`src/verilog/x11_regs_pkg.sv`:
```
package x11_regs_pkg;

  // -------------------
  // widths and constants
  // -------------------
  localparam int DATA_W           = 32;              // bus and fifo word
  localparam int ADDR_DEC_W       = 20;              // low address bits decoded
  localparam logic [31:0] CURRENT_DATE = 32'h16081101; // 0xYYMMDDss build stamp

  localparam int FIFO_DEPTH       = 256;             // power of two
  localparam int FIFO_CNT_W       = 9;               // holds 0..FIFO_DEPTH
  localparam int FIFO_AFULL_LEVEL = FIFO_DEPTH - 1;  // one slot left

  localparam int HASH_WORDS       = 8;               // H0..H7
  localparam int HASH_W           = 256;

  // control bit positions
  localparam int CTRL_ENABLE_BIT     = 0;            // global enable
  localparam int SHA_CTRL_ENABLE_BIT = 0;
  localparam int SHA_CTRL_RESET_BIT  = 1;            // self clearing

  // -------------------
  // register address map
  // -------------------
  typedef enum logic [ADDR_DEC_W-1:0] {
    ADDR_CTRL         = 20'h00000,
    ADDR_STATUS       = 20'h00004,
    ADDR_VERSION      = 20'h0000C,
    ADDR_SHA_CTRL     = 20'h00100,
    ADDR_SHA_STATUS   = 20'h00104,
    ADDR_SHA_PUSH     = 20'h0010C,  // write pushes, read gives wr_count
    ADDR_SHA_H7       = 20'h00110,  // lsb word of the hash
    ADDR_SHA_H6       = 20'h00114,
    ADDR_SHA_H5       = 20'h00118,
    ADDR_SHA_H4       = 20'h0011C,
    ADDR_SHA_H3       = 20'h00120,
    ADDR_SHA_H2       = 20'h00124,
    ADDR_SHA_H1       = 20'h00128,
    ADDR_SHA_H0       = 20'h0012C,  // msb word of the hash
    ADDR_SHA_WR_COUNT = 20'h00130,
    ADDR_SHA_RD_COUNT = 20'h00134
  } reg_addr_e;

  // -------------------
  // bundles
  // -------------------
  typedef struct packed {
    logic [31:0]       addr;
    logic [DATA_W-1:0] wdata;
    logic              wen;
    logic              ren;
  } sys_req_t;

  typedef struct packed {
    logic [DATA_W-1:0] rdata;
    logic              ack;
  } sys_rsp_t;

  typedef struct packed {
    logic                  empty;
    logic                  almost_full;
    logic                  full;
    logic [FIFO_CNT_W-1:0] wr_count;  // occupancy incl. newest write
    logic [FIFO_CNT_W-1:0] rd_count;  // words visible to the reader
  } fifo_stat_t;

  typedef struct packed {
    logic              en;
    logic [DATA_W-1:0] data;
  } push_t;

endpackage

```
`src/verilog/reg_ctrl.sv`:
```
`timescale 1ns/1ps

module reg_ctrl
  import x11_regs_pkg::*;
(
  input  logic       clk_125mhz,
  input  logic       rstn_125mhz,

  input  sys_req_t   sys_req_i,
  output sys_rsp_t   sys_rsp_o,

  output logic       x11_enable_o,
  output logic       sha_enable_o,      // already gated by x11 enable
  output logic       sha_soft_reset_o,  // one cycle pulse
  output push_t      push_o,

  input  logic       x11_activated_i,
  input  logic       sha_activated_i,
  input  fifo_stat_t fifo_stat_i,
  input  logic       engine_ready_i,
  input  logic       hash_valid_i,
  input  logic [HASH_WORDS-1:0][DATA_W-1:0] hash_words_i
);

  reg_addr_e         addr_dec;
  logic [DATA_W-1:0] ctrl_q;       // global control
  logic [DATA_W-1:0] sha_ctrl_q;   // sha-256 control
  logic              push_en_q;
  logic [DATA_W-1:0] push_data_q;
  logic [DATA_W-1:0] status;
  logic [DATA_W-1:0] sha_status;
  logic [DATA_W-1:0] rd_mux;
  logic [DATA_W-1:0] rdata_q;
  logic              ack_q;

  // only the low address bits take part in decoding
  assign addr_dec = reg_addr_e'(sys_req_i.addr[ADDR_DEC_W-1:0]);

  // --------------------
  // control registers
  // --------------------
  always_ff @(posedge clk_125mhz) begin
    if (!rstn_125mhz) begin
      ctrl_q     <= '0;
      sha_ctrl_q <= '0;
      push_en_q  <= 1'b0;
    end else begin
      sha_ctrl_q[SHA_CTRL_RESET_BIT] <= 1'b0;  // one-shot clears itself
      push_en_q                      <= 1'b0;
      if (sys_req_i.wen) begin
        case (addr_dec)
          ADDR_CTRL:     ctrl_q     <= sys_req_i.wdata;
          ADDR_SHA_CTRL: sha_ctrl_q <= sys_req_i.wdata;  // may set the one-shot again
          ADDR_SHA_PUSH: push_en_q  <= 1'b1;
          default: begin
          end
        endcase
      end
    end
  end

  // push word, qualified by push_en_q
  always_ff @(posedge clk_125mhz) begin
    if (sys_req_i.wen && (addr_dec == ADDR_SHA_PUSH)) begin
      push_data_q <= sys_req_i.wdata;
    end
  end

  assign x11_enable_o     = ctrl_q[CTRL_ENABLE_BIT];
  assign sha_enable_o     = sha_ctrl_q[SHA_CTRL_ENABLE_BIT] & x11_enable_o;
  assign sha_soft_reset_o = sha_ctrl_q[SHA_CTRL_RESET_BIT];
  assign push_o           = '{en: push_en_q, data: push_data_q};

  // --------------------
  // status words
  // --------------------
  always_comb begin
    status    = '0;
    status[0] = x11_activated_i;
    status[4] = sha_activated_i;  // engine out of reset

    sha_status    = '0;
    sha_status[0] = engine_ready_i;
    sha_status[1] = hash_valid_i;
    sha_status[4] = fifo_stat_i.empty;
    sha_status[5] = fifo_stat_i.almost_full;
    sha_status[6] = fifo_stat_i.full;
  end

  // --------------------
  // read mux
  // --------------------
  always_comb begin
    case (addr_dec)
      ADDR_CTRL:         rd_mux = ctrl_q;
      ADDR_STATUS:       rd_mux = status;
      ADDR_VERSION:      rd_mux = CURRENT_DATE;
      ADDR_SHA_CTRL:     rd_mux = sha_ctrl_q;
      ADDR_SHA_STATUS:   rd_mux = sha_status;
      ADDR_SHA_PUSH:     rd_mux = {{(DATA_W-FIFO_CNT_W){1'b0}}, fifo_stat_i.wr_count};
      ADDR_SHA_H7:       rd_mux = hash_words_i[7];  // lsb word
      ADDR_SHA_H6:       rd_mux = hash_words_i[6];
      ADDR_SHA_H5:       rd_mux = hash_words_i[5];
      ADDR_SHA_H4:       rd_mux = hash_words_i[4];
      ADDR_SHA_H3:       rd_mux = hash_words_i[3];
      ADDR_SHA_H2:       rd_mux = hash_words_i[2];
      ADDR_SHA_H1:       rd_mux = hash_words_i[1];
      ADDR_SHA_H0:       rd_mux = hash_words_i[0];  // msb word
      ADDR_SHA_WR_COUNT: rd_mux = {{(DATA_W-FIFO_CNT_W){1'b0}}, fifo_stat_i.wr_count};
      ADDR_SHA_RD_COUNT: rd_mux = {{(DATA_W-FIFO_CNT_W){1'b0}}, fifo_stat_i.rd_count};
      default:           rd_mux = '0;               // unmapped reads as zero
    endcase
  end

  // ack one cycle after any strobe
  always_ff @(posedge clk_125mhz) begin
    if (!rstn_125mhz) begin
      ack_q <= 1'b0;
    end else begin
      ack_q <= sys_req_i.wen | sys_req_i.ren;
    end
  end

  // read data lines up with ack
  always_ff @(posedge clk_125mhz) begin
    if (sys_req_i.ren) begin
      rdata_q <= rd_mux;
    end
  end

  assign sys_rsp_o = '{rdata: rdata_q, ack: ack_q};

endmodule

```
`config.mk`:
```
export PLATFORM = sky130hd
export DESIGN_NAME = reg_ctrl
export DESIGN_NICKNAME = d
export VERILOG_FILES = /design/src/verilog/x11_regs_pkg.sv /design/src/verilog/reg_ctrl.sv
export SDC_FILE = /design/constraint.sdc
export NUM_CORES = 1
export LEC_CHECK = 0
export ABC_AREA = 1
export ABC_CLOCK_PERIOD_IN_PS = 9300
export BUFFER_PORTS_ARGS = -buffer_cell sky130_fd_sc_hd__buf_2
export CAP_MARGIN = 20
export CORE_ASPECT_RATIO = 1.25
export CORE_MARGIN = 3
export CORE_UTILIZATION = 31
export CTS_BUF_LIST = sky130_fd_sc_hd__clkbuf_8 sky130_fd_sc_hd__clkbuf_16
export DETAILED_ROUTE_END_ITERATION = 7
export GPL_TIMING_DRIVEN = 1
export PLACE_DENSITY = 0.66
export SYNTH_ARGS = -nofsm -noshare
export SYNTH_HDL_FRONTEND = slang
export SYNTH_SLANG_ARGS = --single-unit
```
`constraint.sdc`:
```
create_clock -name clk_125mhz -period 9.3 [get_ports clk_125mhz]
set_input_delay 1.395 -clock clk_125mhz [delete_from_list [all_inputs] [get_ports clk_125mhz]]
set_output_delay 1.395 -clock clk_125mhz [all_outputs]
set_load 0.005 [all_outputs]
```
==> results.md, run 1 <==
### Global route
* 0 — remaining global-route overflow
* 49900 µm — first-pass GRT wire length
* 5 — antenna violations before repair
* 8383 — via count of the first global-routing pass
* 0.242 — overall fraction of global-route tracks in use
* 101 — largest net degree at the start of global routing

### Layout
* 0.315 — ratio of cells with drive above 1 in the final layout
* 2694 — Layout fillers
* 10800 µm² — area of all placed cells without fillers
* 1881 — Final Instance Count excl. Fillers
* 1879 — Final Net Count
* 35.2% — area growth from synthesis to final layout

### Placement
* 10200 µm² — Cell Area, Placed
* 4890 ps — pre-CTS worst setup slack
* 1845 — total placed cells including tap cells
* 0.859 — GPL Wtd Cong
* 25400 µm — post-detail-place hpwl
* 405 — I/O Buffers

### Timing
* 0 — number of endpoints with negative hold slack in the final report
* 0.426 — final worst-path cycle share
* 252 MHz — maximum operating frequency
* 0.312 — Slew Limit Headroom
* false — unrepaired setup endpoints after global routing
* 10.7 ps — Worst Clk Skew
* 1030 ps — transition time of the tightest slew-check pin
* 5330 ps — post-layout worst setup margin
* 0 — Setup violations, final
* 0 — number of pins exceeding their max-slew limit in the final report
* 3970 ps — time the worst path needs with I/O delays and setup
* 0 ps — total negative slack for setup checks

### Die
* 185 µm — Die Y-Extent
* 27700 µm² — area of the die
* 418 — number of top-level pins
* 0.315 — starting density of the core
* 149 µm — die width
* 25300 µm² — area of the core region
* 65 — total number of placement rows

### Clock network
* 4 — maximum level of the CTS H-tree
* 0 — post-CTS setup repair buffer count
* done — CTS tree
* 0 — Post-CTS Hold Fix Bufs
* 0 — quantity of gates resized following cts
* 17 — number of clock buffers inserted by TritonCTS
* 130 — sinks on the clock net
* 2 — maximum root-to-sink buffer count
* 430 ps — clock latency of the later-clocked register in the worst-skew pair
* sky130_fd_sc_hd__clkbuf_16 — root buf cell
* 60 ps — register clock-pin slew on the reported worst setup and hold paths

### Logic synthesis
* 0.241 — area share of the largest cell type after synthesis
* sky130_fd_sc_hd__edfxtp_1 — cell taking the most area after synthesis
* 0.406 — sequential fraction of the synthesis area
* sky130_fd_sc_hd__edfxtp_1 (24%), sky130_fd_sc_hd__dfxtp_1 (17%), sky130_fd_sc_hd__nand2_1 (11%), sky130_fd_sc_hd__nand4_1 (9.3%), sky130_fd_sc_hd__nor2_1 (8.5%) — cell types occupying the most area after synthesis
* 7980 µm² — post-synthesis instance area
* 0 — Yosys warning total
* 1517 — post-synthesis net count
* 130 — number of storage elements in the synthesis netlist
* 6.83 µm² — mean area per synthesized cell
* 27 — number of unique standard cell types used by synthesis
* 1168 — cell count after synthesis

### Routing
* 35200 µm — post-detailed-routing wire length
* 9187 — total via count in the routed design
* 5 — count of TritonRoute iterations in the first routing pass
* 754 — number of DRC violations after detailed-routing iteration 0
* 18.7 µm — average wire length per cell after detail routing
* 0 — Post-route DRC
* 0 — number of nets still failing antenna checks after routing
* 4.88 — drt via density

### Worst setup path
* input port — kind of launch point of the worst setup path
* 9660 ps — data required time at the worst endpoint
* sky130_fd_sc_hd__inv_2 — cell with the biggest individual delay on the critical path
* buf_2 -> nor2_2 -> nand2_4 -> nor2_4 -> inv_4 -> nor2_8 -> nand2_4 -> inv_2 -> nor2_1 -> nor2_1 — crit-path cells
* 33 — maximum fanout along the worst path
* 4320 ps — crit path DAT
* in -> reg — kind of critical path
* flop — crit path capture type
* 640 ps — delay of the slowest cell on the worst path

### Worst hold path
* reg -> reg — path class of the lowest-slack min-delay path

### Pwr
* 0.000117 V — highest ir drop seen on vdd
* 131 nW/µm² — PD cells
* 1.41 mW — post-layout total power
* 5.32 nW — static leakage power

### Run status
* finished clean — result of the run

### Job
* 0 — number of max-capacitance violations reported

==> power by group <==
group	switching [mW]	internal (mW)	total [mW]
sequential	0.00158	0.605	0.607
clock	0.308	0.377	0.685
combinational	0.0602	0.0614	0.122
total	0.370	1.04	1.41
==> kinds of logic (layout without fill, tap and decap cells) <==
family                 after synthesis  in the layout  share of synthesized area
AND/OR/NAND/NOR                    615            615                      0.353
buffers and inverters              253            628                      0.134
AO/OA/AOI/OAI                      170            170                      0.107
flip-flops                         130            130                      0.406
other                                0              3                          0
==> final timing paths <==
check | startpoint | to | slack, ps | cells past startpoint
max | sys_req_i[50] | sha_ctrl_q[4] | 5330 | 10
min | ctrl_q[10] | ctrl_q[10] | 440 | 2
max reg2reg | ctrl_q[0] | rdata_q[0] | 8150 | 6
min reg2reg | ctrl_q[10] | ctrl_q[10] | 440 | 2
==> metrics by stage <==
step | utilization | hold slack [ps]
2_1_floorplan | - | 425
3_3_place_gp | 0.400 | 435
3_5_place_dp | 0.402 | 439
4_1_cts | 0.426 | 448
5_1_grt | 0.427 | 470
6_report | 0.427 | 444
==> worst max-delay path, delay by kind of cell <==
| family | cells | cell delay, ps |
|---|---|---|
| simple gates | 7 | 1960 |
| buf+inv | 3 | 900 |
==> Yosys cell counts, drive strengths merged <==
master  count
a21oi      22
buf        57
clkbuf     17
dfxtp      66
edfxtp     64
inv       179
nand2     246
nand3      47
nand4     119
nor2      199
nor3        1
nor3b       2
nor4        1
o21ai     148
==> layout by cell type (no fill, tap or decap), drive strengths merged <==
master    n
buf     417
nand2   246
nor2    199
inv     189
o21ai   148
nand4   119
dfxtp    66
edfxtp   64
nand3    47
a21oi    22
clkbuf   18
clkinv    4
diode     3
nor3b     2
nor4      1
nor3      1
==> registers in the layout, summed over array words and instances (netlist names) <==
name	count
push_data_q	32
rdata_q	32
ctrl_q	32
ack_q	1
push_en_q	1
sha_ctrl_q	32
==> final cells by class <==
| cell class | count | area, µm² | area share |
|---|---|---|---|
| multi-input cells | 785 | 3680 | 0.341 |
| clock inverters | 14 | 155 | 0.0144 |
| well taps | 335 | 419 | 0.0388 |
| flip-flops and latches | 130 | 3240 | 0.301 |
| clock buffers | 18 | 450 | 0.0417 |
| diodes | 3 | 7.51 | 0.000696 |
| repair buffers | 417 | 2160 | 0.200 |
| inverters | 179 | 674 | 0.0625 |
==> per-layer routing <==
| metal | GRT usage | vias up | share of wire |
|---|---|---|---|
| li1 | - | 4533 | - |
| met1 | 0.313 | 4174 | 0.41 |
| met2 | 0.403 | 417 | 0.49 |
| met3 | 0.0548 | 59 | 0.083 |
| met4 | 0.0758 | 4 | 0.022 |
| met5 | 0 | - | 0.00077 |
(Power assumes the default switching activity.)
==> inputs of run 2 (changes only) <==
--- a/config.mk
+++ b/config.mk
@@ -6,7 +6,7 @@
 export NUM_CORES = 1
 export LEC_CHECK = 0
 export ABC_AREA = 1
-export ABC_CLOCK_PERIOD_IN_PS = 9300
+export ABC_CLOCK_PERIOD_IN_PS = 3700
 export BUFFER_PORTS_ARGS = -buffer_cell sky130_fd_sc_hd__buf_2
 export CAP_MARGIN = 20
 export CORE_ASPECT_RATIO = 1.25
==> constraint.sdc (replaced) <==
create_clock -name clk_125mhz -period 3.7 [get_ports clk_125mhz]
set_input_delay 0.555 -clock clk_125mhz [delete_from_list [all_inputs] [get_ports clk_125mhz]]
set_output_delay 0.555 -clock clk_125mhz [all_outputs]
set_load 0.005 [all_outputs]
==> run 2 against run 1 <==
Against the previous run: combinational power grew to 2.5 times the previous value; count of clock-buffer cells in the layout shrank 1; die area is the same; register-to-register slack lost 5600 ps; clock power grew 140%; critical path type unchanged; largest cell class unchanged.
==> results.md, run 2 (same netlist as run 1, synthesis figures left out) <==
### Worst setup path
* 6 — Register-to-Register Path Depth
* input port — kind of launch point of the worst setup path
* 18 — maximum fanout along the worst path
* in -> reg — kind of critical path
* ctrl_q[0] — source of the worst register-to-register timing path
* flop — crit path capture type
* 2930 ps — crit path DAT
* 2530 ps — Worst R2R Setup Slack
* rdata_q[0] — capture instance of the worst register-to-register path
* 4000 ps — data required time at the worst endpoint
* sys_req_i[47] — Crit. Startpoint

### Global route
* 0.241 — overall fraction of global-route tracks in use
* 49900 µm — first-pass GRT wire length
* 6 — antenna violations before repair
* 0 — remaining global-route overflow
* 8432 — via count of the first global-routing pass
* 65 — largest net degree at the start of global routing

### Pwr
* 5.35 nW — static leakage power
* 0.088 — fraction of power consumed by combinational cells
* 322 nW/µm² — PD cells
* 0.437 — sequential group share of total power
* 0.910 mW — power spent charging and discharging nets
* 2.58 mW — internal power of the cells
* 0.261 — Switching Share
* 0.000277 V — highest ir drop seen on vdd
* 0.474 — Clock Power Share

### Clock network
* 70 ps — register clock-pin slew on the reported worst setup and hold paths
* 4 — maximum level of the CTS H-tree
* done — CTS tree
* 0 — Post-CTS Hold Fix Bufs
* 130 — sinks on the clock net
* sky130_fd_sc_hd__clkbuf_16 — root buf cell
* 0 — quantity of gates resized following cts
* 0 — post-CTS setup repair buffer count
* 420 ps — clock latency of the later-clocked register in the worst-skew pair
* 17 — number of clock buffers inserted by TritonCTS
* 2 — maximum root-to-sink buffer count

### Die
* 65 — total number of placement rows
* 25300 µm² — area of the core region
* 418 — number of top-level pins
* 185 µm — Die Y-Extent
* 149 µm — die width
* 27700 µm² — area of the die
* 0.315 — starting density of the core

### Placement
* 0.854 — GPL Wtd Cong
* 405 — I/O Buffers
* 26200 µm — post-detail-place hpwl
* 667 ps — pre-CTS worst setup slack
* 10200 µm² — Cell Area, Placed

### Timing
* 11.6 ps — Worst Clk Skew
* 2630 ps — time the worst path needs with I/O delays and setup
* 1000 ps — transition time of the tightest slew-check pin
* 334 ps — worst hold-check slack
* 0.712 — final worst-path cycle share
* 0 — number of pins exceeding their max-slew limit in the final report
* 380 MHz — maximum operating frequency
* 0.331 — Slew Limit Headroom
* false — unrepaired setup endpoints after global routing
* 0 — number of endpoints with negative hold slack in the final report
* 1070 ps — post-layout worst setup margin
* 0 — Setup violations, final
* 0 ps — total negative slack for setup checks

### Layout
* 0.428 — final core utilization
* 35.8% — area growth from synthesis to final layout
* sky130_fd_sc_hd__buf_2 — commonest non-fill, non-tap cell in the layout
* 2693 — Layout fillers
* 0.320 — ratio of cells with drive above 1 in the final layout
* 1890 — Final Net Count
* 10800 µm² — area of all placed cells without fillers
* sky130_fd_sc_hd__buf_2 (405), sky130_fd_sc_hd__nand2_1 (240), sky130_fd_sc_hd__nor2_1 (178), sky130_fd_sc_hd__inv_1 (172), sky130_fd_sc_hd__nand4_1 (119) — most frequent cells in the layout

### Job
* 0 — number of max-capacitance violations reported

### Routing
* 4.92 — drt via density
* 6 — count of TritonRoute iterations in the first routing pass
* 9303 — total via count in the routed design
* 35200 µm — post-detailed-routing wire length
* 820 — number of DRC violations after detailed-routing iteration 0
* 0 — number of nets still failing antenna checks after routing
* 0 — Post-route DRC
* 18.6 µm — average wire length per cell after detail routing

### Worst hold path
* sys_req_i[17] — hold wc startpoint
* push_data_q[15] — Worst Hold Endpoint
* in -> reg — path class of the lowest-slack min-delay path
* 1 — worst hold path stage count

### Run status
* finished clean — result of the run

==> run 2: how the worst max path moves through the flow <==
stage | slack, ps | end
6_report | 1070 | rdata_q[15]
5_1_grt | 870 | rdata_q[13]
4_1_cts | 1110 | rdata_q[25]
3_5_place_dp | 670 | rdata_q[25]
3_3_place_gp | 720 | rdata_q[25]
2_1_floorplan | 660 | push_data_q[0]
==> run 2: critical path, cell delays in order <==
cell,delay (ps)
sky130_fd_sc_hd__buf_2,100
sky130_fd_sc_hd__nor2_1,110
sky130_fd_sc_hd__nand2_1,150
sky130_fd_sc_hd__nor2_4,380
sky130_fd_sc_hd__nand3_1,800
sky130_fd_sc_hd__o21ai_0,630
sky130_fd_sc_hd__nor2_1,80
sky130_fd_sc_hd__nand3_1,100
==> run 2: routing by layer <==
layer | track usage | share of wire
met5 | 0 | 0.00068
met4 | 0.0700 | 0.019
met3 | 0.0512 | 0.080
met1 | 0.325 | 0.42
met2 | 0.389 | 0.48
==> run 2: final cells by class <==
type                            instances  area, µm²  share of cell area
Sequential cell                       130       3240               0.299
Multi-Input combinational cell        785       3680               0.340
Timing Repair Buffer                  428       2220               0.205
Tap cell                              335        419              0.0387
Inverter                              179        674              0.0622
Antenna cell                            3       7.51            0.000693
Clock inverter                         15        156              0.0144
Clock buffer                           17        425              0.0393
==> run 2: stage by stage <==
stage          cells  power [mW]
2_1_floorplan   1168        1.62
3_5_place_dp    1856        1.86
4_1_cts         1888        3.53
5_1_grt         1892        3.62
6_report        1892        3.49
3_3_place_gp    1856        1.86
==> run 2: power by group through the flow <==
| stage | registers, mW | clock network [mW] | logic [mW] |
|---|---|---|---|
| after floorplan | 1.56 | 0 | 0.0611 |
| after global placement | 1.56 | 0 | 0.301 |
| after detailed placement | 1.56 | 0 | 0.303 |
| after CTS | 1.53 | 1.70 | 0.305 |
| after global routing | 1.53 | 1.76 | 0.338 |
| final | 1.53 | 1.66 | 0.308 |
