==> src/verilog/x11_regs_pkg.sv <==
package x11_regs_pkg;

  // -------------------
  // widths and constants
  // -------------------
  localparam int DATA_W           = 32;              // bus and fifo word
  localparam int ADDR_DEC_W       = 20;              // low address bits decoded
  localparam logic [31:0] CURRENT_DATE = 32'h16081101; // 0xYYMMDDss build stamp

  localparam int FIFO_DEPTH       = 256;             // power of two
  localparam int FIFO_CNT_W       = 9;               // holds 0..FIFO_DEPTH
  localparam int FIFO_AFULL_LEVEL = FIFO_DEPTH - 1;  // one slot left

  localparam int HASH_WORDS       = 8;               // H0..H7
  localparam int HASH_W           = 256;

  // control bit positions
  localparam int CTRL_ENABLE_BIT     = 0;            // global enable
  localparam int SHA_CTRL_ENABLE_BIT = 0;
  localparam int SHA_CTRL_RESET_BIT  = 1;            // self clearing

  // -------------------
  // register address map
  // -------------------
  typedef enum logic [ADDR_DEC_W-1:0] {
    ADDR_CTRL         = 20'h00000,
    ADDR_STATUS       = 20'h00004,
    ADDR_VERSION      = 20'h0000C,
    ADDR_SHA_CTRL     = 20'h00100,
    ADDR_SHA_STATUS   = 20'h00104,
    ADDR_SHA_PUSH     = 20'h0010C,  // write pushes, read gives wr_count
    ADDR_SHA_H7       = 20'h00110,  // lsb word of the hash
    ADDR_SHA_H6       = 20'h00114,
    ADDR_SHA_H5       = 20'h00118,
    ADDR_SHA_H4       = 20'h0011C,
    ADDR_SHA_H3       = 20'h00120,
    ADDR_SHA_H2       = 20'h00124,
    ADDR_SHA_H1       = 20'h00128,
    ADDR_SHA_H0       = 20'h0012C,  // msb word of the hash
    ADDR_SHA_WR_COUNT = 20'h00130,
    ADDR_SHA_RD_COUNT = 20'h00134
  } reg_addr_e;

  // -------------------
  // bundles
  // -------------------
  typedef struct packed {
    logic [31:0]       addr;
    logic [DATA_W-1:0] wdata;
    logic              wen;
    logic              ren;
  } sys_req_t;

  typedef struct packed {
    logic [DATA_W-1:0] rdata;
    logic              ack;
  } sys_rsp_t;

  typedef struct packed {
    logic                  empty;
    logic                  almost_full;
    logic                  full;
    logic [FIFO_CNT_W-1:0] wr_count;  // occupancy incl. newest write
    logic [FIFO_CNT_W-1:0] rd_count;  // words visible to the reader
  } fifo_stat_t;

  typedef struct packed {
    logic              en;
    logic [DATA_W-1:0] data;
  } push_t;

endpackage

==> src/verilog/sha256_engine_link.sv <==
`timescale 1ns/1ps

module sha256_engine_link
  import x11_regs_pkg::*;
(
  input  logic              clk_125mhz,
  input  logic              sha_rstn_i,
  input  logic              fifo_empty_i,
  input  logic              engine_ready_i,
  input  logic              hash_valid_i,
  input  logic [HASH_W-1:0] hash_i,
  output logic              start_o,
  output logic [HASH_WORDS-1:0][DATA_W-1:0] hash_words_o  // index k holds Hk
);

  logic start_q;
  logic hash_valid_d;    // for edge detect
  logic [HASH_WORDS-1:0][DATA_W-1:0] words_q;

  // start while there is data and the engine can take it
  always_ff @(posedge clk_125mhz) begin
    if (!sha_rstn_i) begin
      start_q <= 1'b0;
    end else begin
      start_q <= ~fifo_empty_i & engine_ready_i;
    end
  end

  // capture once per rising edge of hash valid
  always_ff @(posedge clk_125mhz) begin
    if (!sha_rstn_i) begin
      hash_valid_d <= 1'b0;
      words_q      <= '0;
    end else begin
      hash_valid_d <= hash_valid_i;
      if (hash_valid_i && !hash_valid_d) begin
        for (int k = 0; k < HASH_WORDS; k++) begin
          words_q[k] <= hash_i[(HASH_WORDS-1-k)*DATA_W +: DATA_W];  // H0 is the top word
        end
      end
    end
  end

  assign start_o      = start_q;
  assign hash_words_o = words_q;

endmodule

==> config.mk <==
export PLATFORM = sky130hd
export DESIGN_NAME = sha256_engine_link
export DESIGN_NICKNAME = d
export VERILOG_FILES = /design/src/verilog/x11_regs_pkg.sv /design/src/verilog/sha256_engine_link.sv
export SDC_FILE = /design/constraint.sdc
export NUM_CORES = 1
export LEC_CHECK = 0
export ABC_AREA = 1
export BUFFER_PORTS_ARGS = -buffer_cell sky130_fd_sc_hd__buf_2
export CAP_MARGIN = 20
export CORE_AREA = 8 8 197 199
export DETAILED_ROUTE_END_ITERATION = 6
export DIE_AREA = 0 0 205 207
export GPL_TIMING_DRIVEN = 0
export PLACE_DENSITY = 0.56
export SETUP_SLACK_MARGIN = 0.5
export SYNTH_ARGS = -nofsm -noshare
export SYNTH_HDL_FRONTEND = slang
export SYNTH_SLANG_ARGS = --single-unit
==> constraint.sdc <==
create_clock -name clk_125mhz -period 2.4 [get_ports clk_125mhz]
set_input_delay 0.12 -clock clk_125mhz [delete_from_list [all_inputs] [get_ports clk_125mhz]]
set_output_delay 0.12 -clock clk_125mhz [all_outputs]
set_load 0.02 [all_outputs]
==> results of run 1 <==
[per-layer routing]
layer | track usage, % | part of all wire [%] | vias to the layer above
met5 | 0 | 0 | -
met4 | 8.56 | 4.2 | 0
met3 | 5.74 | 8.7 | 103
met2 | 35.3 | 47 | 465
met1 | 23.5 | 40 | 5848
li1 | - | - | 6538
[Yosys cell counts]
master / n / area, um2
buf_1: 15 / 56.3
buf_2: 60 / 300
buf_4: 18 / 135
buf_6: 9 / 101
clkbuf_1: 12 / 45.0
dfxtp_1: 258 / 5160
inv_1: 259 / 972
nand2_1: 258 / 968
nand3_1: 256 / 1280
nor2_1: 513 / 1930
nor2_4: 1 / 11.3
[power groups by stage]
stage / Sequential [mW] / Combinational [mW] / Clock (mW)
final: 4.79 / 2.48 / 4.54
after global routing: 4.82 / 2.73 / 4.83
after CTS: 4.79 / 2.49 / 4.66
after detailed placement: 4.88 / 2.15 / 0
after global placement: 4.86 / 2.13 / 0
after floorplan: 5.27 / 0.863 / 0
[per-stage QoR]
| step | total power, mW | hold WS (ns) |
|---|---|---|
| global placement | 6.99 | 0.290 |
| finish | 11.8 | 0.0627 |
| floorplan | 6.13 | 0.192 |
| CTS | 11.9 | 0.0409 |
| global route | 12.4 | 0.0676 |
| detailed placement | 7.02 | 0.290 |
[how the worst max path moves through the flow]
stage | slack [ns] | end | start | depth (start not counted)
6_report | 0.93 | hash_words_o[129] | hash_valid_d | 6
5_1_grt | 0.78 | hash_words_o[129] | hash_valid_d | 6
4_1_cts | 0.94 | hash_words_o[129] | hash_valid_d | 6
3_5_place_dp | 0.95 | hash_words_o[129] | hash_valid_d | 6
3_3_place_gp | 0.99 | hash_words_o[129] | sha_rstn_i | 5
2_1_floorplan | 1.36 | hash_words_o[51] | hash_valid_d | 6
[flip-flops by register name (all words and copies together), names as in the netlist]
signal / flops
start_o: 1
hash_valid_d: 1
hash_words_o: 256
[layout make-up]
type / instances / area (um2)
inverter: 259 / 972
timing repair buffer: 773 / 5160
antenna: 1 / 2.50
sequential: 258 / 5160
fill: 3570 / 18200
buffer: 114 / 638
tap: 468 / 586
clock inverter: 7 / 68.8
clock buffer: 47 / 906
multi-input combinational: 1028 / 4190
[what timing repair did]
item	CTS	global route
endpoints found under the setup margin	0	0
hold buffers	258	0
hold endpoints to repair	257	0
[worst min-delay path, stage by stage]
cell and delay [ns]:
buf_2 0.15, buf_2 0.19, nand2_1 0.08, nor2_1 0.03
[logic make-up (layout without fill, tap and decap cells)]
group | count (synthesis) | in the layout | share of synthesized area [%]
DFF | 258 | 258 | 47.1
other | 0 | 1 | 0
and+or+nand+nor | 1028 | 1028 | 38.2
buffers and inverters | 373 | 1200 | 14.7
==> summary by stage, run 1 <==
Run status
The run finished with clean final reports.

Critical path
The data arrival time of the worst path is 1.92 ns. The critical path contains buffers and inverters numbering 3 combined. Along the worst path, the maximum fanout reaches 10.

The most numerous cell type found on the critical path is buf_2. Data on the critical path is required at its endpoint by 2.85 ns. The highest cell delay on the worst timing path is 0.33 ns. The largest individual stage delay along the critical path comes from the cell dfxtp_1. In this run the critical register-to-register path is launched from hash_valid_d. In this design, the largest share of critical-path delay is due to buffers and inverters. The nature of the critical path endpoint is a flip-flop. The kind of launch point of the worst setup path is a flip-flop. The signal on the critical path passes through inv_1, buf_2, buf_2, nand3_1, nand2_1, nor2_1. The worst register-to-register path ends at hash_words_o[129].

The depth of the worst register-to-register path is 6. Across all register-to-register paths, the minimum setup slack is between 0.9 and 1 ns. The worst setup path is of the flip-flop to flip-flop kind.

Place
The number of placed instances, taps included, is between 2,000 and 3,000. The quantity of I/O buffers inserted on ports is between 500 and 600. At the end of routability-driven placement, the weighted congestion stood at about 0.90. The total placed instance area is between 10,000 and 15,000 um2. The placed wire-length estimate is 33,700 um.

Before CTS, the worst setup slack after placement is 0.949 ns.

STA
Once routing completed, OpenROAD measured the worst setup slack at 0.926 ns. Setup repair after global routing left no endpoint under its margin. The final setup violation count is 0. The slew of the pin with the lowest slew margin is 0.756 ns.

For the final database, setup skew stands at 0.00914 ns. The number of max-slew violations in the final report is 0. Headroom to the max-slew limit came out at approximately half.

The final count of hold timing violations is 0. The worst path needs 1.47 ns of the cycle, external delays included. After routing, the total negative slack on setup checks comes to 0 ns. Dividing the final minimum period by the clock period gives 61.4%.

The peak clock frequency supported by timing is 0.678 GHz.

Die
Measured along the x axis, the die boundary spans 205 um. In this run the vertical extent of the chip is around 210 um. Once the floorplan was initialized, standard cells occupied 30.5% of the core. The die area is 42,400 um2. The initialized floorplan defines 70 standard-cell rows. The I/O pin total is 518.

The area of the placeable core is 35,900 um2.

Power and ir drop
The power density over the cells is approximately 670 nW/um2. The worst-case IR drop observed on VDD is 0.000514 V. Registers are responsible for between 40 and 50% of the overall power. The switching portion of total power is 29.4%. Summed over all cells, the static leakage comes to around 10 nW. The combinational cell fraction of total power is 21.0%. The cell internal power dissipation is 8.33 mW. The clock network burns a little under 40% of the power. Summed over all nets, the switching power comes to 3.47 mW.

Finish
The library cell used most frequently in the layout, excluding fill and tap cells, is buf_2. The layout-stage area growth over the synthesis result is 61.3%. The finished layout holds 2,955 standard cells, fillers aside. The final net count is ~2,700. Cells fill 49.2% of the core in the end. The final cell area excluding filler cells is 17,700 um2.

The top cell types in the final layout, fill and taps aside, are buf_2 (575), nor2_1 (513), inv_1 (259). The fraction of layout instances using a drive strength above 1 is 26.1%.

Clock network
The buffer cell driving the clock tree root is clkbuf_16. TritonCTS built the clock tree. The clock-pin slew reported for the worst setup and hold paths after clock tree synthesis is approximately 0.060 ns. No sink is reached through more buffers than the 3 on the longest clock path. The number of clock buffers added by TritonCTS is 30. The worst-skew pair later-pin latency is 0.55 ns. The number of gates resized after CTS was 0. The number of clock sinks is 258. The number of buffers inserted by post-CTS setup repair is 0. The H-tree depth is 1.

Detailed routing
For this block, the initial DRC count from the detailed router was 678. The final antenna-violating net count is 0. The mean routed wirelength per cell is about 16 um. The number of remaining DRC errors is 0. The post-detailed-routing wire length is 45,900 um. The via count is around 13,000.

The length of the first detailed-routing pass in iterations is 5. The mean number of vias per cell is 4.38.

Synth
Synthesis inferred 258 register bits. The number of instances in the synthesized netlist is 1,659. During synthesis, Yosys emitted a total of 0 warnings. When the netlist entered floorplanning its net count stood at 1,920. In this run, distinct cell masters in the synthesized netlist total 11. Of the synthesized area, sequential elements account for 47.1%. After synthesis, the mean cell area works out to 6.61 um2.

In this run the cell area of the synthesized design comes to 11,000 um2.

Min path
The critical hold path startpoint is sha_rstn_i. The hold path endpoint is hash_words_o[63]. The instance count along the most critical hold path is 4. The type of the tightest min-delay check is primary input to flip-flop.

Global route
The pin count of the biggest net entering global routing is 15. Global routing consumed, over all layers together, 20.5% of the routing resources. The via count of the first global-routing pass is between 10,000 and 15,000.

The total congestion overflow after global routing is 0. The first-pass GRT wire length is 71,400 um. The number of antenna violations at the first check in global routing is 1.

Job
Across the run, the number of max-cap violations was 0.
Note: power is estimated with default switching activity, not from simulation.
==> run 2, diff against run 1 <==
--- a/config.mk
+++ b/config.mk
@@ -5,12 +5,12 @@
 export SDC_FILE = /design/constraint.sdc
 export NUM_CORES = 1
 export LEC_CHECK = 0
-export ABC_AREA = 1
+export ABC_AREA = 0
 export BUFFER_PORTS_ARGS = -buffer_cell sky130_fd_sc_hd__buf_2
 export CAP_MARGIN = 20
-export CORE_AREA = 8 8 197 199
+export CORE_AREA = 8 8 195 197
 export DETAILED_ROUTE_END_ITERATION = 6
-export DIE_AREA = 0 0 205 207
+export DIE_AREA = 0 0 203 205
 export GPL_TIMING_DRIVEN = 0
 export PLACE_DENSITY = 0.56
 export SETUP_SLACK_MARGIN = 0.5
==> constraint.sdc (replaced) <==
create_clock -name clk_125mhz -period 1.5 [get_ports clk_125mhz]
set_input_delay 0.075 -clock clk_125mhz [delete_from_list [all_inputs] [get_ports clk_125mhz]]
set_output_delay 0.075 -clock clk_125mhz [all_outputs]
set_load 0.02 [all_outputs]
==> summary by stage, run 2 <==
Critical path
The worst setup path category is flip-flop to flip-flop. The worst setup path is launched from a flip-flop. In this run the worst path has a maximum fanout of 10.

Data on the critical path arrives at its endpoint at 1.70 ns. For the worst setup path, the data required time is 1.97 ns. The critical path starts at hash_valid_d. STA classifies the critical path endpoint as a flip-flop. In this run the critical register-to-register path is launched from hash_valid_d.

Synth
The number of instances in the synthesized netlist is ~1,100. In the post-synthesis netlist, the cell with the most instances is nand2_1. The number of nets in the synthesized netlist is 1,376. The most used flip-flop cell after synthesis is dfxtp_1.

The total number of yosys warnings is 0. The synthesized design contains 258 register bits. Ranked by instance count, the synthesized netlist is headed by nand2_1 (512), dfxtp_1 (258), mux2i_1 (256). After synthesis, the largest area contributor takes up approximately half of total cell area. Dividing the synthesized area by the synthesized cell count gives between 9 and 10 um2. The netlist area before placement is between 10,000 and 15,000 um2.

The number of different library cells in the post-synthesis netlist is 12. Sorting the synthesized cells by area gives the leading types as dfxtp_1 (49%), mux2i_1 (24%), nand2_1 (18%). The library cell with the largest summed area after synthesis is dfxtp_1. The async set-or-reset flop fraction in the synthesized netlist is 0%.

The count of flip-flops with a built-in enable after synthesis is 0. The sequential share of the synthesized area is slightly below 50%.

Finish
The total of fill cells in the finished design is 2,729. The post-route netlist has 49.8% of its cells at a drive strength greater than 1. The leading cell type in the layout, fill and taps excluded is nand2_1.

After the flow finishes, the layout carries non-filler instances totaling ~2,500. For this run, the post-layout net count is 2,292. The library cells used most frequently in the layout, excluding fill and tap cells, are nand2_1 (512), buf_2 (310), buf_6 (263), dlygate4sd3_1 (259), dfxtp_2 (256). Cells fill 58.1% of the core in the end.

The area growth from synthesis to layout is 93.7%. The flip-flop count of the largest register, all copies and words added is 256.

Place
Summed over all nets, the half-perimeter wirelength after detailed placement is 30,200 um. After detailed placement, the design holds a cell count of ~2,100. The placement-stage worst setup slack is 0.139 ns.

The quantity of I/O buffers inserted on ports is approximately 520. The global placement routability congestion is 0.832.

STA
Measured against its own limit, the worst slew margin works out to between 60% and 70%. After layout, the worst setup slack is 0.262 ns. The shortest clock period the worst path allows after layout is 1.24 ns.

The aggregate negative setup slack is 0 ns. The final clock skew is 0.0141 ns. The post-route fraction of the period consumed by the critical path is between 80% and 90%. Setup repair after global routing could not meet its margin everywhere. The final setup violation count is 0. For the pin with the worst max-slew slack, the measured transition is 0.527 ns. For this run, the top clock speed supported by timing is 0.808 GHz. The final count of hold timing violations is 0. The number of max-slew violations in the final report was 0.

Global route
The number of antenna violations at the first check in global routing is 2. The pin count of the biggest net entering global routing is 15. In the global route stage, overall resource usage came out at 20.1%.

For this run the aggregate overflow at the end of global routing stands at 0. The first global-routing pass estimated 67,900 um of wire. The via count of the first global-routing pass came to 12,100.

Power and ir drop
Cell internal power was estimated by the tool at 14.2 mW. Summing internal, switching and leakage power gives 19.5 mW. The power density over the cells is 958 nW/um2. The sequential cell fraction of total power is 39.6%. In this run switching power makes up 26.9% of total power. IR analysis of the VDD net gives a maximum drop of 0.000849 V. The net load switching power is around 5.2 mW. The combinational cell fraction of total power is 22.5%.

The leakage power summed over all cells is 9.61 nW. The clock network is responsible for ~38% of the overall power.

Clock network
In this run the number of H-tree levels came out at 1. The TritonCTS clock tree is yes. The worst-skew pair later-pin latency is 0.56 ns.

The number of clock sinks is 258. The number of clock buffers added by TritonCTS is 29. The buffer cell driving the clock tree root is clkbuf_16. The clock passes through at most 3 buffers. The clock-pin slew reported for the worst setup and hold paths after clock tree synthesis is 0.06 ns.

Die
Once the floorplan was initialized, standard cells occupied 30.0% of the core. The I/O pin total is 518. The placement row count is 69. The die boundary height is between 200 and 250 um. The die area is 41,600 um2.

The area of the placeable core is between 30,000 and 40,000 um2. The floorplan step set the die width to 203 um.

Detailed routing
Once detail routing completed, the nets flagged for antenna violations numbered 0. Using the TritonRoute via totals, the vias-per-cell ratio works out to between 4 and 5. The length of the first detailed-routing pass in iterations is 5.

After the first detailed-routing iteration, the DRC count stood at between 400 and 500. The mean routed wirelength per cell is around 19 um. The via count is 11,400. Wires add up to 46,900 um. For this run, design rule violations remaining after detail routing come to 0.

Min path
The critical hold path startpoint is sha_rstn_i. The type of the tightest min-delay check is primary input to flip-flop.

Run status
The flow ran to the end, and the final reports show no timing, DRC or antenna violations.

Job
The max capacitance violation total is 0.
-- run 2: repair_timing --
item | in CTS | in global routing
buffers inserted | 34 | 65
hold buffers | 259 | 1
setup endpoints to repair | 507 | 514
pin swaps | 0 | 0
hold endpoints to repair | 258 | 1
cloned | 0 | 11
resized for setup | 769 | 29
-- run 2: logic make-up after synthesis --
kind of cell	Yosys count	share of synthesized area (%)
DFF	258	49.2
and+or+nand+nor	515	18.6
buffers and inverters	86	7.77
muxes	256	24.4
-- run 2: path summary, 6_finish.rpt --
| check | endpoint | slack (ns) | depth (start not counted) |
|---|---|---|---|
| hold reg to reg | hash_words_o[93] | 0.46 | 2 |
| setup reg to reg | hash_words_o[133] | 0.26 | 5 |
| hold / removal | hash_words_o[255] | 0.14 | 4 |
| setup / recovery | hash_words_o[133] | 0.26 | 5 |
-- run 2: area by class of cell --
class / instances / area, um2 / area share, %
timing repair buffer: 885 / 7840 / 38.6
antenna: 2 / 5.00 / 0.0246
multi-input combinational: 771 / 4580 / 22.5
clock inverter: 11 / 134 / 0.659
sequential: 258 / 5490 / 27.0
buffer: 86 / 850 / 4.18
clock buffer: 42 / 855 / 4.20
tap: 461 / 577 / 2.84
-- run 2: metal layers --
metal / track usage [%] / share of wire [%] / vias to the layer above
met2: 37.2 / 51 / 473
li1: - / - / 5416
met4: 8.47 / 3.8 / 2
met3: 5.25 / 6.9 / 118
met5: 0 / 0.017 / -
met1: 21.4 / 38 / 5371
-- run 2: worst max-delay path, cell delays in order (launching register included) --
cell	delay (ns)
dfxtp_2	0.32
nor2b_4	0.12
buf_12	0.15
buf_12	0.15
buf_12	0.16
mux2i_2	0.23
-- run 2: stage by stage --
| step | cell area, um2 | hold slack, ns |
|---|---|---|
| after CTS | 19400 | 0.127 |
| final | 20300 | 0.137 |
| after detailed placement | 13700 | 0.306 |
| after floorplan | 10500 | 0.202 |
| after global placement | 13700 | 0.306 |
| after global routing | 20300 | 0.145 |
-- run 2: power by group through the flow --
stage | Clock, mW | Sequential [mW] | Combinational [mW]
3_5_place_dp | 0 | 7.65 | 2.87
3_3_place_gp | 0 | 7.63 | 2.84
6_report | 7.38 | 7.71 | 4.37
5_1_grt | 7.82 | 7.75 | 4.61
4_1_cts | 7.54 | 7.69 | 3.99
2_1_floorplan | 0 | 8.18 | 1.16
==> run 3, diff against run 2 <==
--- a/config.mk
+++ b/config.mk
@@ -8,11 +8,11 @@
 export ABC_AREA = 0
 export BUFFER_PORTS_ARGS = -buffer_cell sky130_fd_sc_hd__buf_2
 export CAP_MARGIN = 20
-export CORE_AREA = 8 8 195 197
+export CORE_AREA = 8 8 193 195
 export DETAILED_ROUTE_END_ITERATION = 6
-export DIE_AREA = 0 0 203 205
+export DIE_AREA = 0 0 201 203
 export GPL_TIMING_DRIVEN = 0
-export PLACE_DENSITY = 0.56
+export PLACE_DENSITY = 0.59
 export SETUP_SLACK_MARGIN = 0.5
 export SYNTH_ARGS = -nofsm -noshare
 export SYNTH_HDL_FRONTEND = slang
==> constraint.sdc (replaced) <==
create_clock -name clk_125mhz -period 1.01 [get_ports clk_125mhz]
set_input_delay 0.0505 -clock clk_125mhz [delete_from_list [all_inputs] [get_ports clk_125mhz]]
set_output_delay 0.0505 -clock clk_125mhz [all_outputs]
set_load 0.02 [all_outputs]
==> summary by stage, run 3 (synthesis gave the netlist of run 2 again) <==
Run status
The run finished, with violations left. The checks that failed: negative hold slack, negative setup slack.

Die
The I/O pin total is 518. The placement row count is 68. In this run the vertical extent of the chip is 203 um. The horizontal die dimension is ~200 um. The floorplan step defined a core boundary enclosing 34,100 um2. The die covers 40,800 um2. Once the floorplan was initialized, standard cells occupied 30.8% of the core.

Finish
In the layout the commonest cells are nand2_1 (512), buf_2 (308), buf_6 (263), dlygate4sd3_1 (259), dfxtp_2 (253). The layout-stage area growth over the synthesis result is 94.5%. The final net count is 2,300. The total of fill cells in the finished design is 2,583.

Leaving out fill and tap cells, the most frequent cell in the layout is nand2_1. In the final layout, the share of cells above drive strength 1 is 49.7%. The filler-free cell count of the finished design is 2,519.

The flip-flop count of the largest register, all copies and words added is around 260.

Place
The HPWL after detailed placement is between 20,000 and 30,000 um. Prior to clock tree synthesis, the placed netlist has a worst setup slack of -0.218 ns. The quantity of I/O buffers inserted on ports is 516. The global placement routability congestion is 0.832.

After detailed placement, the design holds a cell count of 2,086.

Job
Max-cap violations in this run came to 0.

Clock network
Clock tree synthesis selected as its root buffer the cell clkbuf_16. Clock tree synthesis inserted a total of 29 buffers. The TritonCTS clock tree is yes. CTS saw approximately 260 sinks. At the later pin of the worst-skew pair, clock insertion delay measures 0.56 ns.

The worst-case clock buffer depth is 3. The clock-pin slew reported for the worst setup and hold paths after clock tree synthesis is ~0.06 ns. The H-tree depth is 1.

STA
After layout, the worst path uses 131% of the clock period. The headroom to the max-slew limit is 60.0%. The aggregate negative setup slack is -59.65 ns.

The worst path in the final design needs a cycle of 1.32 ns, including I/O delays and setup. At the pin with the least slew margin, the transition time is 0.599 ns. Timing would allow up to 0.757 GHz.

The number of max-slew violations in the final report came to 0. The worst hold margin is -0.0102 ns. Setup violations remaining at the end of the flow were counted as just over 500.

Setup slack on the critical path of the routed design comes to -0.312 ns. Setup repair after global routing could not meet its margin everywhere. The final count of hold timing violations is 1. The clock arrives with 0.0225 ns of skew.

Detailed routing
The mean routed wirelength per cell is approximately 19 um. The number of remaining DRC errors is 0. The final antenna-violating net count is 0. The via count is roughly 12,000. The post-detailed-routing wire length is 47,600 um. After detailed routing, the number of vias per cell comes to 4.59.

The length of the first detailed-routing pass in iterations is 5. The iteration-0 DRC count of the detailed router is 437.

Global route
The number of antenna violations at the first check in global routing is 4. The pin count of the biggest net entering global routing is 15. The first-pass GRT wire length is ~69,000 um. The via count of the first global-routing pass is 12,400. Global routing used between 20% and 30% of the available tracks across all layers. The total congestion overflow after global routing is 0.

Critical path
The nature of the critical path endpoint is a flip-flop. The data arrival time of the worst path is 1.77 ns. Data on the critical path is required at its endpoint by 1.46 ns.

The largest individual stage delay along the critical path comes from the cell dfxtp_2. The worst setup path is launched from a flip-flop. The highest cell delay on the worst timing path is 0.33 ns.

The most common cell type on the critical path is buf_12. The signal on the critical path passes through nor2b_4, buf_12, buf_12, buf_12, buf_16, mux2i_1. The setup check on the worst reg-to-reg path leaves a slack of -0.31 ns. The critical path is of the flip-flop to flip-flop type. The depth of the worst register-to-register path is 6. In this run the worst path has a maximum fanout of 7.

Power and ir drop
The peak ir drop on the vdd network is 0.00125 V. The leakage power summed over all cells is 9.63 nW. The power density over the cells is 1400 nW/um2.

Min path
In this run the worst hold path is classified as primary input to flip-flop. The instance count along the most critical hold path is 4.
[run 3: final timing paths]
path                     start           endpoint
max               hash_valid_d   hash_words_o[19]
min reg2reg  hash_words_o[104]  hash_words_o[104]
min                 sha_rstn_i  hash_words_o[191]
max reg2reg       hash_valid_d   hash_words_o[19]
[run 3: critical path: cells and delay by family, from the launching register on]
family | cells | cell delay [ns]
buffers and inverters | 4 | 0.54
flip-flops | 1 | 0.33
multiplexers | 1 | 0.24
AND/OR/NAND/NOR | 1 | 0.12
[run 3: metrics by stage]
step	instance area (um2)	power, mW	utilization [%]	hold WS, ns
4_1_cts	19500	28.0	57.3	-0.278
5_1_grt	20400	29.5	59.8	-0.00723
6_report	20400	28.5	59.8	-0.0102
2_1_floorplan	10500	13.9	-	0.178
3_3_place_gp	13700	15.5	40.1	0.281
3_5_place_dp	13700	15.6	40.1	0.281
[run 3: report_power, final]
part / leakage, nW / switching [mW] / total, mW / internal [mW]
Sequential: 2.22 / 0.494 / 11.5 / 11.0
Clock: 0.447 / 4.28 / 10.4 / 6.16
Combinational: 6.96 / 2.97 / 6.60 / 3.63
Total: 9.63 / 7.74 / 28.5 / 20.7
[run 3: metal layers]
layer / wire length (um) / track usage [%] / vias to the layer above
met1: 17900 / 21.8 / 5480
met4: 2430 / 10.5 / 0
li1: - / - / 5438
met3: 3220 / 5.72 / 150
met5: 0 / 0 / -
met2: 24100 / 36.9 / 497
[run 3: repair_timing]
| item | 4_1_cts | 5_1_grt |
|---|---|---|
| gates resized for setup | 775 | 36 |
| gates cloned | 3 | 8 |
| hold buffers | 258 | 1 |
| hold endpoints to repair | 258 | 2 |
| pin swaps | 0 | 0 |
| setup buffers | 41 | 66 |
| setup endpoints to repair | 513 | 513 |
[run 3: layout make-up]
cell class / count / area [um2] / share of cell area, %
clock buffer: 45 / 836 / 4.09
tap: 455 / 569 / 2.79
sequential: 258 / 5500 / 26.9
antenna: 5 / 12.5 / 0.0613
clock inverter: 6 / 86.3 / 0.423
multi-input combinational: 771 / 4580 / 22.4
timing repair buffer: 893 / 7940 / 38.9
buffer: 86 / 897 / 4.39
